[config.mk]
export PLATFORM = sky130hd
export DESIGN_NAME = icache
export DESIGN_NICKNAME = d
export VERILOG_FILES = /design/src/hw/fetch_pkg.sv /design/src/hw/icache.sv
export VERILOG_INCLUDE_DIRS = /design/src /design/src/hw
export SDC_FILE = /design/constraint.sdc
export NUM_CORES = 2
export LEC_CHECK = 0
export ABC_CLOCK_PERIOD_IN_PS = 7500
export BUFFER_PORTS_ARGS = -buffer_cell sky130_fd_sc_hd__buf_2
export CAP_MARGIN = 0
export CORE_MARGIN = 2
export CORE_UTILIZATION = 40
export DETAILED_ROUTE_END_ITERATION = 8
export PLACE_DENSITY_LB_ADDON = 0.25
export REMOVE_ABC_BUFFERS = 1
export SLEW_MARGIN = 20
export SYNTH_ARGS = -nofsm -noshare
export SYNTH_HDL_FRONTEND = slang
export SYNTH_MEMORY_MAX_BITS = 65536
export SYNTH_SLANG_ARGS = --single-unit
[constraint.sdc]
create_clock -name clock -period 7.5 [get_ports clock]
set_clock_uncertainty 0.15 [all_clocks]
set_input_delay 0.75 -clock clock [delete_from_list [all_inputs] [get_ports clock]]
set_output_delay 0.75 -clock clock [all_outputs]
set_load 0.05 [all_outputs]
[src/hw/fetch_defs.svh]
`ifndef FETCH_DEFS_SVH
`define FETCH_DEFS_SVH

// line geometry
`define FETCH_OFFSET_W 5 // 32-byte lines
`define FETCH_INDEX_W 4  // 16 sets

// backing store
`define ROM_DEPTH_LOG2 9 // 64-bit rows, 4 KiB
`define ROM_LATENCY 2    // accept to first beat

`endif

[src/hw/fetch_pkg.sv]
`include "fetch_defs.svh"

package fetch_pkg;

  typedef logic [31:0] addr_t;
  typedef logic [31:0] word_t;
  typedef logic [63:0] beat_t;
  typedef logic [`FETCH_INDEX_W-1:0] set_index_t;
  typedef logic [`FETCH_OFFSET_W-3:0] word_off_t; // word within a line
  typedef logic [31:0] count_t;

  typedef struct packed {
    addr_t addr;     // first word of the burst
    logic [7:0] len; // beats minus one
    logic wrap;
  } rd_req_t;

  typedef struct packed {
    beat_t data;
    logic last;
  } rd_beat_t;

  // one-hot refill states
  typedef enum logic [2:0] {
    st_idle     = 3'b001,
    st_request  = 3'b010,
    st_response = 3'b100
  } refill_state_t;

endpackage

[src/hw/icache.sv]
`timescale 1ns/1ps
`include "fetch_defs.svh"

module icache
  import fetch_pkg::*;
(
  input  logic     clock,
  input  logic     reset,
  input  logic     fence,
  input  addr_t    addr,
  output logic     hit,
  output word_t    inst,
  output logic     busy,
  output logic     ar_valid,
  output rd_req_t  ar_req,
  input  logic     ar_ready,
  input  logic     r_valid,
  input  rd_beat_t r_beat,
  output logic     r_ready
);

  localparam int SETS = 1 << `FETCH_INDEX_W;
  localparam int LINE_WORDS = 1 << (`FETCH_OFFSET_W - 2);
  localparam int TAG_W = 32 - `FETCH_OFFSET_W - `FETCH_INDEX_W;

  logic [SETS-1:0] line_valid;
  logic [TAG_W-1:0] line_tag [SETS];
  word_t line_data [SETS][LINE_WORDS];

  logic [TAG_W-1:0] tag;
  set_index_t index;
  word_off_t off;

  refill_state_t state;
  refill_state_t state_next;
  word_off_t refill_off; // word the next beat belongs to
  logic ar_fire;
  logic r_fire;
  logic fill_done;

  assign tag = addr[31 -: TAG_W];
  assign index = addr[`FETCH_OFFSET_W +: `FETCH_INDEX_W];
  assign off = addr[2 +: `FETCH_OFFSET_W - 2];

  // lookup, same cycle
  assign hit = line_valid[index] & (line_tag[index] == tag);
  assign inst = line_data[index][off];
  assign busy = (state != st_idle) | ~hit; // the miss cycle in idle counts too

  always_ff @(posedge clock) begin
    if (reset) begin
      state <= st_idle;
    end else begin
      state <= state_next;
    end
  end

  always_comb begin
    state_next = state;
    case (state)
      st_idle: begin
        if (~hit) begin
          state_next = st_request;
        end
      end
      st_request: begin
        if (ar_ready) begin
          state_next = st_response;
        end
      end
      st_response: begin
        if (fill_done) begin
          state_next = st_idle;
        end
      end
      default: begin
        state_next = st_idle;
      end
    endcase
  end

  // critical word first, wrapping around the line
  assign ar_valid = (state == st_request);
  assign ar_req = '{addr: {addr[31:2], 2'b00}, len: 8'(LINE_WORDS - 1), wrap: 1'b1};
  assign r_ready = (state == st_response);

  assign ar_fire = ar_valid & ar_ready;
  assign r_fire = r_valid & r_ready;
  assign fill_done = r_fire & r_beat.last;

  always_ff @(posedge clock) begin
    if (reset) begin
      refill_off <= '0;
    end else if (ar_fire) begin
      refill_off <= off;
    end else if (r_fire) begin
      refill_off <= refill_off + 1'b1; // wraps with the burst
    end
  end

  always_ff @(posedge clock) begin
    if (r_fire) begin
      // lane follows bit 2 of the word address
      line_data[index][refill_off] <= refill_off[0] ? r_beat.data[63:32]
                                                    : r_beat.data[31:0];
    end
    if (fill_done) begin
      line_tag[index] <= tag;
    end
  end

  always_ff @(posedge clock) begin
    if (reset) begin
      line_valid <= '0;
    end else begin
      if (fence) begin
        line_valid <= '0;
      end
      if (ar_fire) begin
        line_valid[index] <= 1'b0; // old line gets overwritten
      end
      if (fill_done) begin
        line_valid[index] <= 1'b1; // wins over a fence in the same cycle
      end
    end
  end

  ar_held: assert property (@(posedge clock) disable iff (reset)
    ar_valid && !ar_ready |=> ar_valid && $stable(ar_req));

  r_in_response: assert property (@(posedge clock) disable iff (reset)
    r_valid |-> state == st_response);

  // the refill writes into the set of the current address
  addr_held: assert property (@(posedge clock) disable iff (reset)
    busy && !fill_done |=> $stable(addr));

endmodule

* Yosys cells after proc, flatten, opt, wreduce, memory -nomap -nowiden
Memory sizes are Yosys's and may differ from the RTL's.
Index checks and enable logic that the tools add are counted.
** Word-level totals
- Bits in registers :: 22
- RAM bits :: 4464
- Bits of input ports :: 102
- Output and inout bits :: 77
- Word-level logic and storage cells :: 59
- Memories kept :: 2
** Operators by class
- Add/subtract/negate cells :: 1
- Order comparisons :: 5
- Equal/unequal tests :: 8
- Mux-type cells :: 25
- Bitwise gates (word level) :: 11
- Reduce and logical (&&, ||, !) cells :: 4
** Memories
- line_data :: words 16, width 256, read ports 1, clocked after Yosys merged registers in 0, write ports 1, RTL line icache.sv:28 : word_t line_data [SETS][LINE_WORDS];
- line_tag :: words 16, width 23, read ports 1, clocked after Yosys merged registers in 0, write ports 1, RTL line icache.sv:27 : logic [TAG_W-1:0] line_tag [SETS];
** Operators by type and width (number)
- $mux W256 :: 1
- $mux W32 :: 4
- $bmux W32 S3 :: 1
- $demux W32 S3 :: 1
- $mux W16 :: 5
- $eq A23 B23 Y1 :: 1
- $and A16 B16 Y16 :: 1
- $not A16 Y16 :: 1
- $or A16 B16 Y16 :: 1
- $mux W3 :: 5
- $pmux W3 S3 :: 1
- $ge A4 B4 Y1 const B :: 2
- $not A3 Y4 :: 2
- $lt A4 B5 Y1 const B :: 1
- $mux W1 :: 5
- $and A1 B1 Y1 :: 4
- $bmux W1 S4 :: 1
- $demux W1 S4 :: 1
- $ge A4 B1 Y1 const B :: 1
- $lt A4 B1 Y1 const B :: 1
- $ne A2 B1 Y1 const B :: 2
- $add A3 B1 Y3 const B :: 1
- $eq A3 B1 Y1 const B :: 1
- $eq A3 B2 Y1 const B :: 1
- 8 further kinds :: 9

* Longest topological paths before layout
- Depth in word-level cells :: 10
- Depth in mapped cells :: 13
- Gate-level depth less buffers :: 8

* Worst setup path before layout
No wires, ideal clock.
- Kind :: in2out
- Start point :: input addr[5]
- End point :: output busy
- Data arrival time :: 3975 ps
- Required time :: 6600 ps
- Slack :: 2625 ps
- Cell stages on the path :: 13
- Cells stage by stage :: buf_2 > buf_6 > buf_2 > buf_6 > buf_4 > mux2i_1 > nor4_1 > a2111oi_0 > nand4_1 > nor4_1 > o21ai_1 > nor3_2 > nand2_1
** On the way
- Cells in the longest elaborated chain, start to end :: 5
** RTL lines
- start: declaration :: RTL line icache.sv:10 : input addr_t addr,
- $mem_v2 Z16 W23 / $bmux W1 S4 (equally long branches)
- $eq A23 B23 Y1 / $mux W1 (equally long branches) :: RTL line icache.sv:46 : assign hit = line_valid[index] & (line_tag[index] == tag);
- $and A1 B1 Y1 (*) :: RTL line icache.sv:46
- net hit :: RTL line icache.sv:11 : output logic hit,
- $not A1 Y1 (*)
- $or A1 B1 Y1 (*) :: RTL line icache.sv:48 : assign busy = (state != st_idle) | ~hit;
- end: declaration :: RTL line icache.sv:13 : output logic busy,
Mark *: on every way through the listed nets, which the timed path passes. The rest lies on a longest branch. The select of a mux whose other input is x is not followed.

* Worst setup path in the final report
- Start point :: input addr[5]
- End point :: output inst[8]
** On the way
- Cells in the longest elaborated chain, start to end :: 4
** RTL lines
- $mem_v2 Z16 W256
- $bmux W32 S3 :: RTL line icache.sv:47 : assign inst = line_data[index][off];
- $mux W32 (implied by the code) (2 in a row) :: RTL line icache.sv:47
- end: declaration :: RTL line icache.sv:12 : output word_t inst,
Every way passes these cells. The select of a mux whose other input is x is not followed.

==> results.py <==
metrics = {
    "status": {
        "outcome": "finished clean",
    },
    "floorplanning": {
        "dieArea_um2": 436000,
        "fp-row-count": 240,
        "ioPinCount": 179,
        "die_w_um": 660,
        "placeableCoreArea_um2": 428000,
        "die_h_um": 660,
        "start_util_pct": 40.2,
    },
    "timing": {
        "drv_slew": 0,
        "timing.final.crit_share_pct": 75.2,
        "final_hold_viol_count": 0,
        "period_needed_ns": 5.64,
        "worst_pin_slew_ns": 1.15,
        "rsz0062_at_grt": "no",
        "fmax_mhz": 177,
        "relSlewSlack_pct": 23.0,
        "fin_hold_ws_ns": 0.0894,
        "fin_tns_setup_ns": 0,
        "setup_viol": 0,
        "setup_ws_ns": 1.86,
    },
    "pwr": {
        "p_leak_uw": 0.0600,
        "pwr-share-clk_pct": 41.5,
        "comb_power_share_pct": 5.6,
        "power_density_nw_per_um2": 267,
        "power.share.switching_pct": 21.5,
        "p_switching_uw": 11300,
        "internal_power_uw": 41200,
        "vdd_drop_max_uv": 235,
        "pwr-share-seq_pct": 52.9,
    },
    "clocking": {
        "cts_buffers": 442,
        "ctsRootBufferMaster": "clkbuf_16",
        "cts_tree": "yes",
        "htreeDepth": 5,
        "clk_path_buf_depth": 4,
        "clk_pin_slew_worst_paths_ns": 0.07,
        "cts_resized": 0,
        "clock_latency_ns": 0.96,
        "clkSinkCount": 4486,
    },
    "detailed_routing": {
        "vias": 77528,
        "drtAntennaViolNets": 0,
        "vias_per_cell": 5.75,
        "dr.pass1.iters": 5,
        "wl_per_cell_um": 32.2,
        "wl_um": 434000,
        "drtIter0Drc": 9297,
        "drc": 0,
    },
    "placement": {
        "dp_slack_ns": 1.82,
        "place_inst": 12603,
        "globalplace.congestion": 0.789,
        "portBuffers": 165,
        "dp_hpwl_um": 238000,
    },
    "setup_path": {
        "start_kind": "input pin",
        "cp-end-kind": "output pin",
        "crit_arrival_ns": 4.74,
        "crit_required_ns": 6.60,
        "r2r_slack_ns": 2.71,
        "cp-startpoint": "addr[5]",
        "r2r_end": "line_data[14][128]",
        "rr_worst_depth": 6,
        "crit-reg2reg-launch": "state[2]",
        "crit_type": "in -> out",
        "endpoint": "inst[8]",
        "cp_max_fo": 70,
    },
    "layout": {
        "syn2layout_area_growth_pct": 14.2,
        "layoutNonFillerInstCount": 13489,
        "nets": 7481,
        "final_core_util_pct": 45.9,
        "fill_cells": 34757,
        "drive_gt1_share_pct": 35.0,
    },
    "global_route": {
        "grt_max_degree": 103,
        "gr-total-overflow": 0,
        "antenna_found_initial": 43,
        "first_global_vias": 79398,
        "grt_pass1_wl_um": 605000,
        "grt_use_total_pct": 19.7,
    },
    "yosys": {
        "synthCells": 6871,
        "synth_common_cells": "edfxtp_1 (4,464), mux4_2 (1,409), nor2_1 (174), buf_2 (138), clkbuf_1 (132)",
        "yosysTopAreaCellShare_pct": 77.9,
        "synth.avg_cell_area_um2": 25.0,
        "yosysUniqueCellTypes": 62,
        "synth_edf_count": 4464,
        "synth-seq-cells": 4486,
        "synthTopCellsByArea": "edfxtp_1 (78%), mux4_2 (18%), mux2i_1 (0.48%)",
        "yosysWarnings": 0,
        "synthFlopType": "edfxtp_1",
        "yosysTopAreaCell": "edfxtp_1",
        "async_reset_ff_share_pct": 0,
        "synth_area_um2": 172000,
        "seq_area_frac_synth_pct": 78.1,
        "synth_most_common_cell": "edfxtp_1",
    },
    "run": {
        "cap_violations": 0,
    },
    "hold_path": {
        "hold_path.class": "in -> reg",
    },
}
state kept, by name (all words and copies together), names as in the netlist:
name and cells:
line_valid 16, line_data 4096, state 3, line_tag 368, refill_off 3
through the flow:
step,total power [uW],instance area [um^2]
5_1_grt,53900,196000
3_3_place_gp,31200,182000
6_report,52400,196000
3_5_place_dp,31300,182000
2_1_floorplan,29700,170000
4_1_cts,52900,196000
how the worst min path moves through the flow:
stage	from	endpoint	slack, ns	cells after the start
final	addr[2]	refill_off[0]	0.09	3
after global placement	state[2]	state[1]	0.34	1
after global routing	addr[28]	line_tag[11][19]	0.05	1
after floorplan	state[2]	state[1]	0.28	1
after detailed placement	refill_off[2]	refill_off[2]	0.34	2
after CTS	addr[28]	line_tag[10][19]	0.0009	1
cells by family after synthesis:
group                    Yosys count  synth area share (%)
AO/OA/AOI/OAI                     89                 0.384
XOR/XNOR                          24                 0.122
adder cells (fa/ha/maj)            1               0.00727
buffers and inverters            412                  1.15
flip-flops                      4486                  78.1
multiplexers                    1567                  19.5
other                              2               0.00436
AND/OR/NAND/NOR                  290                 0.741
repair_timing:
item                                    in CTS  in global routing
endpoints found under the hold margin      194                  0
hold buffers                                15                  0
endpoints found under the setup margin       0                  0
setup buffers                                0                  0
critical path, cell delays in order:
cell    delay, ns
buf_12       0.45
buf_12       0.50
mux4_2       0.59
mux4_2       0.64
mux4_2       0.65
mux2_2       0.43
buf_2        0.26
layout make-up:
type | instances | area (um^2) | share of cell area [%]
clock inverters | 295 | 2670 | 1.36
clock buffers | 522 | 11500 | 5.85
inverters | 6 | 22.5 | 0.0115
well taps | 5687 | 7120 | 3.62
multi-input cells | 1982 | 36900 | 18.8
flip-flops and latches | 4486 | 134000 | 68.4
repair buffers | 460 | 3670 | 1.87
diodes | 51 | 128 | 0.0650
placed cells by master (no fill, tap or decap), types with 21 or more instances in the layout:
cell type,n
clkbuf_16,448
clkbuf_1,74
buf_2,159
nor2_1,30
edfxtp_1,4464
dfxtp_1,21
clkinv_1,121
buf_12,29
nor2_4,144
buf_4,243
mux2_2,38
mux2_4,32
bufinv_16,43
mux2i_1,83
diode_2,51
nand2_1,37
mux4_2,1409
clkinv_2,87
metal layers:
| metal | vias up | share of wire, % | global-route usage [%] |
|---|---|---|---|
| li1 | 31038 | - | - |
| met1 | 42910 | 41 | 27.2 |
| met2 | 3049 | 49 | 32.8 |
| met3 | 527 | 7.8 | 3.68 |
| met4 | 4 | 2.3 | 4.52 |
| met5 | - | 0.0051 | 0 |
power by group through the flow:
stage / clock network, uW / registers (uW) / logic, uW
2_1_floorplan: 0 / 28300 / 1390
3_3_place_gp: 0 / 28300 / 2900
3_5_place_dp: 0 / 28300 / 2970
4_1_cts: 22100 / 27700 / 2980
5_1_grt: 23100 / 27700 / 3100
6_report: 21700 / 27800 / 2950
(Power assumes the default switching activity.)
