[config.mk]
export PLATFORM = sky130hd
export DESIGN_NAME = fetch_perf
export DESIGN_NICKNAME = d
export VERILOG_FILES = /design/src/hw/fetch_pkg.sv /design/src/hw/fetch_perf.sv
export VERILOG_INCLUDE_DIRS = /design/src /design/src/hw
export SDC_FILE = /design/constraint.sdc
export NUM_CORES = 1
export LEC_CHECK = 0
export ABC_AREA = 1
export BUFFER_PORTS_ARGS = -buffer_cell sky130_fd_sc_hd__buf_2
export CORE_MARGIN = 4
export CORE_UTILIZATION = 50
export CTS_CLUSTER_SIZE = 16
export DETAILED_ROUTE_END_ITERATION = 8
export PLACE_DENSITY = 0.7
export SYNTH_ARGS = -nofsm -noshare
export SYNTH_HDL_FRONTEND = slang
export SYNTH_SLANG_ARGS = --single-unit
[constraint.sdc]
create_clock -name clock -period 2.8 [get_ports clock]
set_input_delay 0.28 -clock clock [delete_from_list [all_inputs] [get_ports clock]]
set_output_delay 0.28 -clock clock [all_outputs]
set_load 0.1 [all_outputs]
[src/hw/fetch_defs.svh]
`ifndef FETCH_DEFS_SVH
`define FETCH_DEFS_SVH

// line geometry
`define FETCH_OFFSET_W 5 // 32-byte lines
`define FETCH_INDEX_W 4  // 16 sets

// backing store
`define ROM_DEPTH_LOG2 9 // 64-bit rows, 4 KiB
`define ROM_LATENCY 2    // accept to first beat

`endif

[src/hw/fetch_pkg.sv]
`include "fetch_defs.svh"

package fetch_pkg;

  typedef logic [31:0] addr_t;
  typedef logic [31:0] word_t;
  typedef logic [63:0] beat_t;
  typedef logic [`FETCH_INDEX_W-1:0] set_index_t;
  typedef logic [`FETCH_OFFSET_W-3:0] word_off_t; // word within a line
  typedef logic [31:0] count_t;

  typedef struct packed {
    addr_t addr;     // first word of the burst
    logic [7:0] len; // beats minus one
    logic wrap;
  } rd_req_t;

  typedef struct packed {
    beat_t data;
    logic last;
  } rd_beat_t;

  // one-hot refill states
  typedef enum logic [2:0] {
    st_idle     = 3'b001,
    st_request  = 3'b010,
    st_response = 3'b100
  } refill_state_t;

endpackage

[src/hw/fetch_perf.sv]
`timescale 1ns/1ps

module fetch_perf
  import fetch_pkg::*;
(
  input  logic   clock,
  input  logic   reset,
  input  logic   busy,
  input  logic   ar_fire,
  output count_t refill_count,
  output count_t busy_count
);

  // stops at all ones instead of rolling over
  function automatic count_t sat_inc(input count_t value, input logic en);
    count_t result;
    result = value;
    if (en && value != '1) begin
      result = value + 1'b1;
    end
    return result;
  endfunction

  always_ff @(posedge clock) begin
    if (reset) begin
      refill_count <= '0;
      busy_count <= '0;
    end else begin
      refill_count <= sat_inc(refill_count, ar_fire); // one per burst
      busy_count <= sat_inc(busy_count, busy);
    end
  end

endmodule

Word-level counts from Yosys, hierarchy flattened

Index checks and enable logic that the tools add are counted.

Output and inout port bits: 64
Bits in registers: 64

Equality and inequality tests: 2
Reductions and logical operators: 2
Add/subtract/negate cells: 2

Operators with widths:

| operator                | number |
|---|---|
| $add A32 B1 Y32 const B | 2 |
| $ne A32 B32 Y1 const B  | 2 |
| $logic_and A1 B1 Y1     | 2 |

Depth between registers and ports, before layout

Gate-level depths: netlist of run 1.

Word-level depth: 2
Depth in mapped cells: 12

Worst setup path before layout of run 1

No wires, ideal clock.

Path kind: register to register
Start point: register busy_count[1]
End point: register busy_count[20]
Slack: 0.342 ns
Path buffers: 2
Library setup time: 0.118 ns
Period minus slack after synthesis: 2.458 ns
Cell stages (with the launch flop): 11
Arrival time: 2.340 ns
Cells stage by stage: dfxtp_1 ha_1 nand2_2 nor2_4 nand2_4 nor2_8 nand3b_4 buf_6 buf_6 a21oi_2 nor2_1

Word-level cells in the longest chain between the ends: 2
Elaborated cells on any way between the ends: 3
Those cells by class: add/sub: 1; eq/ne: 1; reduce/logical: 1

Ends and longest elaborated chain:

| element                                                                 | RTL line         | RTL |
|---|---|---|
| start: declaration                                                      | fetch_perf.sv:11 | `output count_t busy_count` |
| start signal: assignment                                                | fetch_perf.sv:30 | `busy_count <= sat_inc(busy_count, busy);` |
| parallel branches: the longest is 2 deep, another holds $add A32 B1 Y32 | n/a              |  |

Parallel ways; which one is timed is not known.
A chain may end at the register's enable or synchronous reset.

Worst setup path in the final report of run 1

Start point: register refill_count[0]
End point: register refill_count[0]

Word-level cells in the longest chain between the ends: 2
Elaborated cells on any way between the ends: 3
Those cells by class: add/sub: 1; eq/ne: 1; reduce/logical: 1

Ends and longest elaborated chain:

| element                                                                 | RTL line         | RTL |
|---|---|---|
| start: declaration                                                      | fetch_perf.sv:10 | `output count_t refill_count,` |
| start signal: assignment                                                | fetch_perf.sv:29 | `refill_count <= sat_inc(refill_count, ar_fire);` |
| parallel branches: the longest is 2 deep, another holds $add A32 B1 Y32 | n/a              |  |

Parallel ways; which one is timed is not known.

==> impl.org, run 1 <==
** Clocking
- Clock transition at path regs :: 0.07 ns
- Clock Latency Late Sink :: 0.34 ns
- Quantity of gates resized following cts :: 0
- The H-tree generated during clock tree synthesis spans 3 levels.
- Root Buffer :: sky130_fd_sc_hd__clkbuf_8
- Buffers added to address setup during post-CTS repair amount to 0.
- No sink is reached through more buffers than the 2 on the longest clock path.
- Clock tree synthesis inserted a total of 9 buffers.
- TritonCTS built the clock tree.
- Sink Count :: 64
- Hold repair after CTS inserted 0 buffers.

** Critical path
- Critical path's slowest cell :: sky130_fd_sc_hd__dfxtp_1
- Nature of the critical path startpoint :: register
- Max FO, Critical Path :: 26
- Sequence of cells on the critical path :: ha_1, nand2_1, nor2_1, nand2_1, nor2_1, nand2_1, buf_4, nand2_4, inv_1, nand2_1, nand2_1, nor2_1
- Element type at the critical path end :: register
- Dominant cell type by count on the critical path :: sky130_fd_sc_hd__nand2_1
- Highest cell delay on the worst timing path :: 0.40 ns
- At the worst endpoint, the required time is 3.08 ns.
- Arr. time, crit path :: 2.47 ns
- The critical path is of the reg2reg type.

** Layout
- Cells fill 60.1% of the core in the end.
- Summing all multi-input logic gate instances after layout gives 2290 um2.
- Summing all flip-flop and latch instances after layout gives 1280 um2.
- Layout Area Growth over Synthesis :: 14.9%
- Of the cells placed in the final design, the portion with a size suffix greater than 1 is 16.3%.
- Filler cell count in the final layout :: 761
- The repair_antennas step left the layout with diodes totalling 0.
- Total Nets Final :: 689

** Synthesis
- Synth warn :: 0
- Measured against the total synthesized area, the mux share comes to 0%.
- Main synth FF type :: sky130_fd_sc_hd__dfxtp_1
- The synthesized netlist devotes 8.73% of its cell area to compound gates.
- Counting flops with a built-in enable in the synthesized netlist gives 0.
- After Yosys synthesis, full adders, half adders and majority gates account for 0.649% of the synthesized area.
- In this run, synthesis produced a sequential element count of 64.
- Unique cell type count in the Yosys netlist :: 29
- Of all cell types, the one taking the most synthesized area is sky130_fd_sc_hd__dfxtp_1.
- Of the synthesized area, sequential elements account for 33.2%.
- Area contributors post-synth :: sky130_fd_sc_hd__dfxtp_1 33%, sky130_fd_sc_hd__nand2_1 16%, sky130_fd_sc_hd__nor2_1 14%
- After synthesis, the share of flip-flops with an asynchronous set or reset is 0%.
- Yosys instantiated no cell more often than sky130_fd_sc_hd__nand2_1.
- Synthesized area per cell :: 6.22 um2
- When the netlist entered floorplanning its net count stood at 626.
- In the synthesized netlist, the cells that appear most often are 167 x sky130_fd_sc_hd__nand2_1, 149 x sky130_fd_sc_hd__nor2_1, 64 x sky130_fd_sc_hd__dfxtp_1, 59 x sky130_fd_sc_hd__nand3_1, 43 x sky130_fd_sc_hd__inv_1.
- In the synthesized netlist, the number of instances is 620.
- Xor/xnor cell area share of the yosys netlist :: 2.04%
- After Yosys synthesis, and, or, nand and nor cells account for 47.9% of the synthesized area.
- Post-synth top area share :: 33.2%
- The cell area that synthesis handed to floorplanning was 3860 um2.
- After synthesis, the largest family of logic cells by area is simple AND/OR/NAND/NOR gates.

** Placed design
- Detailed placement HPWL :: 8030 um
- Last weighted congestion value of the routability-driven placer :: 0.926
- Buffers placed on the I/O ports in this run total 67.

** Flow run
- Max Cap Violations :: 0

** Die
- Boundary pin count :: 68
- After floorplanning, the core was sized to cover 7370 um2.
- From bottom edge to top edge, the die measures 95.8 um.
- Area of the die :: 9180 um2
- The die is 95.8 um wide.
- Number of rows in the core area :: 31
- The initial utilization of the core area, before any placement, comes to 52.3%.

** Power
- Summed over all cells, the static leakage comes to 1.90 nW.
- Power density cells :: 444 nW/um2
- IR drop worst, VDD :: 0.000269 V

** Route
- The final layout contains routed wiring with a total length of 10,500 um.
- Using the TritonRoute via totals, the vias-per-cell ratio works out to 5.27.
- Dividing the detail-routed wire length by the instance count gives 13.4 um.
- Remaining number of nets flagged by the antenna check after routing :: 0
- Vias :: 4,146
- The first detailed-routing pass ran for 5 iterations.
- After detailed routing, the number of remaining DRC violations is 0.
- For this block, the initial DRC count from the detailed router was 244.

** Global route
- For this run the aggregate overflow at the end of global routing stands at 0.
- Global routing consumed, on the met3 layer, 4.46% of the routing resources.
- The number of global-route vias before repair is 3,521.
- In the global route stage, met2 resource usage came out at 33.3%.
- Global routing used 23.7% of the available tracks across all layers.
- Largest net degree at the start of global routing :: 40
- The first global-routing pass estimated 17,000 um of wire.
- Antenna violations before repair :: 0
- Most crowded layer after global routing :: met1
- For this run, global-route usage on met1 was measured as 35.3%.

** Worst hold path
- Class of the worst hold path :: in2reg

** Timing
- Final Max Slew Viols :: 0
- The worst pin sits at a relative slew slack of 60.7%.
- For the pin with the worst max-slew slack, the measured transition is 0.589 ns.
- For the finished layout, the period the worst path requires is 2.19 ns.
- Between clock sinks in the finished design, the worst skew comes to 0.00508 ns.
- Setup Total Neg Slack :: 0 ns
- Setup violators final :: 0
- Number of hold-slack violations in the final timing report :: 0
- Static timing analysis puts the maximum clock frequency at 0.457 GHz.
- Setup repair after global routing left no endpoint under its margin.
- Of the available clock period, the critical path in the final layout requires 78.2%.

** Outcome
- Status :: completed
==> path summary, 6_finish.rpt <==
kind                            depth (start not counted)       startpoint  slack, ns              end
worst max-delay path                                   12  refill_count[0]       0.61  refill_count[0]
worst min-delay path                                    2            reset       0.28    busy_count[5]
worst max register to register                         12  refill_count[0]       0.61  refill_count[0]
worst min register to register                          2  refill_count[1]       0.53  refill_count[1]
==> worst max-delay path, delay by kind of cell, from the launching register on <==
family                     cells  cell delay, ns
and+or+nand+nor                9            1.11
DFF                            1            0.40
buffers and inverters          2            0.39
adders and majority gates      1            0.22
==> power breakdown <==
| part | internal (mW) | switching (mW) | leakage (nW) |
|---|---|---|---|
| combinational | 0.0283 | 0.119 | 1.28 |
| clock | 0.526 | 0.361 | 0.108 |
| sequential | 0.919 | 0.0140 | 0.517 |
| total | 1.47 | 0.494 | 1.90 |
==> layout by cell type, fill, tap and decap left out, types with 3 or more instances in the layout <==
master / count
sky130_fd_sc_hd__inv_1: 43
sky130_fd_sc_hd__xor2_1: 7
sky130_fd_sc_hd__a31oi_1: 8
sky130_fd_sc_hd__dfxtp_1: 64
sky130_fd_sc_hd__a21oi_1: 31
sky130_fd_sc_hd__nand2_1: 167
sky130_fd_sc_hd__a21oi_2: 11
sky130_fd_sc_hd__clkbuf_8: 10
sky130_fd_sc_hd__nor2_1: 149
sky130_fd_sc_hd__nor2_4: 5
sky130_fd_sc_hd__nand3_1: 59
sky130_fd_sc_hd__nor2_2: 3
sky130_fd_sc_hd__nand2_2: 5
sky130_fd_sc_hd__o21ai_0: 7
sky130_fd_sc_hd__and2_1: 3
sky130_fd_sc_hd__nand4_1: 20
sky130_fd_sc_hd__clkbuf_1: 3
sky130_fd_sc_hd__nor3_1: 8
sky130_fd_sc_hd__buf_2: 67
==> state kept, by name, indices dropped and copies added (netlist names) <==
signal / flops
busy_count: 32
refill_count: 32
==> area by class of cell <==
type / instances / share of cell area (%)
Tap cell: 99 / 2.80
Clock buffer: 13 / 3.36
Timing Repair Buffer: 69 / 7.91
Sequential cell: 64 / 28.9
Multi-Input combinational cell: 493 / 51.7
Inverter: 46 / 3.90
Clock inverter: 3 / 1.47
==> metal layers <==
| layer | up-vias | part of all wire [%] |
|---|---|---|
| li1 | 2130 | - |
| met2 | 120 | 42 |
| met1 | 1881 | 50 |
| met3 | 15 | 6.6 |
| met5 | - | 0 |
| met4 | 0 | 1.4 |
==> metrics by stage <==
| stage | hold slack, ns | power [mW] | worst slack, ns | cell area (um2) | std cells |
|---|---|---|---|---|---|
| finish | 0.277 | 1.97 | 0.610 | 4430 | 787 |
| global placement | 0.504 | 1.10 | 0.733 | 4220 | 771 |
| CTS | 0.254 | 1.98 | 0.616 | 4430 | 787 |
| detailed placement | 0.519 | 1.10 | 0.647 | 4220 | 771 |
| global route | 0.265 | 2.03 | 0.369 | 4430 | 787 |
| floorplan | 0.508 | 1.07 | 0.342 | 3860 | 620 |
==> cell families (layout without fill, tap and decap cells) <==
kind of cell	Yosys count	after routing
and+or+nand+nor	425	425
buffers and inverters	63	131
AOI/OAI and AO/OA	57	57
adders and majority gates	2	2
DFF	64	64
xor gates and xnor gates	9	9
No activity file was read; power rests on OpenSTA's default activity.
==> run 2: changes to the inputs <==
- clock period: 2.8 -> 2.2 ns (I/O delays scaled with it)
==> impl.org, run 2 (synthesis results as in run 1) <==
** Outcome
- Status :: completed

** Placed design
- During placement, the flow inserted port buffers numbering 67.
- Last weighted congestion value of the routability-driven placer :: 0.916
- OpenSTA, run right after detailed placement, puts the worst setup slack at 0.252 ns.
- After detailed placement, the total cell area comes to 4280 um2.
- Detailed placement HPWL :: 8180 um
- Counting tap cells, the placed design contains a total of 775 instances.

** Layout
- FF/Latch Area :: 1320 um2
- The library cell used most frequently in the layout, excluding fill and tap cells, is sky130_fd_sc_hd__nand2_1.
- Filler cell count in the final layout :: 730
- The post-route netlist has 21.4% of its cells at a drive strength greater than 1.
- The finished layout holds 791 standard cells, fillers aside.
- Util after Layout :: 61.4%
- The finished cells cover 4530 um2.
- Leading cell types in the layout, fill and taps excluded :: 167 x sky130_fd_sc_hd__nand2_1, 149 x sky130_fd_sc_hd__nor2_1, 67 x sky130_fd_sc_hd__buf_2
- Ant diodes :: 0
- Compared with the post-synthesis result, the final layout area differs by 17.4%.
- Area of combinational cells with multiple inputs :: 2290 um2
- After the last flow step, the layout net total stands at 693.
- The largest registers in the layout are busy_count x32, refill_count x32.

** Route
- Vias per inst :: 5.31
- Vias :: 4,203
- Starting DRC count in detailed routing :: 303
- DR WL/cell :: 13.8 um
- The first TritonRoute pass finished after 5 iterations.
- Remaining number of nets flagged by the antenna check after routing :: 0
- The routed design has 10,900 um of wire.
- For this run, design rule violations remaining after detail routing come to 0.

** Power
- IR drop worst, VDD :: 0.000555 V
- For this design the static power due to leakage is 1.95 nW.
- Dividing total power by cell area gives a power density of 587 nW/um2.
- After layout, the design draws a total of 2.66 mW.

** Die
- The region available for standard cell placement spans 7370 um2.
- For this design the top-level I/O count stands at 68.
- Initial standard-cell utilization of the core :: 52.3%
- Die height :: 95.8 um
- Number of rows in the core area :: 31
- Die X :: 95.8 um
- Area of the die :: 9180 um2

** Timing
- Setup violators final :: 0
- RSZ-0062 raised after global routing :: false
- Final Max Slew Viols :: 0
- Hold slack final :: 0.192 ns
- The clock arrives with 0.00970 ns of skew.
- Post-route setup slack :: 0.201 ns
- Setup Total Neg Slack :: 0 ns
- Maximum frequency from static timing analysis :: 0.500 GHz
- For the pin with the worst max-slew slack, the measured transition is 0.516 ns.
- Post-route fraction of the period consumed by the critical path :: 90.8%
- The routed design could run at a clock period as short as 2.00 ns.
- Number of hold-slack violations in the final timing report :: 0
- The worst pin sits at a relative slew slack of 65.5%.

** Clocking
- Sink Count :: 64
- Clock Latency Late Sink :: 0.35 ns
- After clock tree synthesis, the flow added hold-fix buffers numbering 0.
- Clock transition at path regs :: 0.08 ns
- Post-CTS repair changed the size of 0 cells.
- Post-CTS setup buffers :: 0
- Buffers inserted during clock tree synthesis total 9.
- TritonCTS built the clock tree.
- Number of buffers on the longest clock path :: 2
- Clock tree synthesis selected as its root buffer the cell sky130_fd_sc_hd__clkbuf_8.
- In this run the number of H-tree levels came out at 3.

** Critical path
- Walking the worst path, the cells encountered are ha_1, nand2_1, nor2_1, nand2_1, nor2_1, nand2_1, buf_4, nand2_4, inv_1, nand2_1, nand2_1, nor2_1.
- Kind of critical path :: reg2reg
- The worst setup path is captured at a register.
- At the worst endpoint, the required time is 2.49 ns.
- The number of buffers and inverters on the critical path is 2.
- Counting stages on the worst path, the most repeated cell is sky130_fd_sc_hd__nand2_1.
- Arr. time, crit path :: 2.29 ns
- On the worst path, the slowest cell contributes a delay of 0.37 ns.
- Nature of the critical path startpoint :: register
- In this run the worst path has a maximum fanout of 10.
- Critical path's slowest cell :: sky130_fd_sc_hd__dfxtp_2
- Family of cells with the greatest summed delay on the critical path :: simple AND/OR/NAND/NOR gates

** Global route
- Total Routing Usage GR :: 24.7%
- The first global-routing pass estimated 17,900 um of wire.
- Residual overflow from global routing :: 0
- Largest net degree at the start of global routing :: 40
- Antenna violations before repair :: 0
- Via count of the first global-routing pass :: 3,638

** Worst hold path
- Class of the worst hold path :: in2reg

** Flow run
- Max-cap violations in this run came to 0.
[run 2: layer usage]
metal | GRT usage [%] | wire, um | vias up | part of all wire, %
met2 | 35.4 | 4620 | 138 | 42
met4 | 7.46 | 107 | 0 | 0.98
met5 | 0 | 0 | - | 0
met3 | 5.71 | 855 | 10 | 7.8
li1 | - | - | 2133 | -
met1 | 36.5 | 5330 | 1922 | 49
[run 2: power by group]
part           internal, mW  switching (mW)
clock                 0.754           0.524
combinational        0.0385           0.155
sequential             1.17          0.0158
total                  1.96           0.695
[run 2: area by class of cell]
class,instances,area share (%)
clock buffer,9,2.74
clock inverter,7,2.63
inverter,46,3.81
multi-input combinational,493,50.6
sequential,64,29.1
tap,99,2.74
timing repair buffer,73,8.40
[run 2: path summary, 6_finish.rpt]
path                         from  cells past startpoint  slack [ns]         endpoint
setup / recovery  refill_count[0]                     12        0.20  refill_count[0]
hold / removal              reset                      2        0.19    busy_count[3]
setup reg to reg  refill_count[0]                     12        0.20  refill_count[0]
hold reg to reg     busy_count[3]                      2        0.50    busy_count[3]
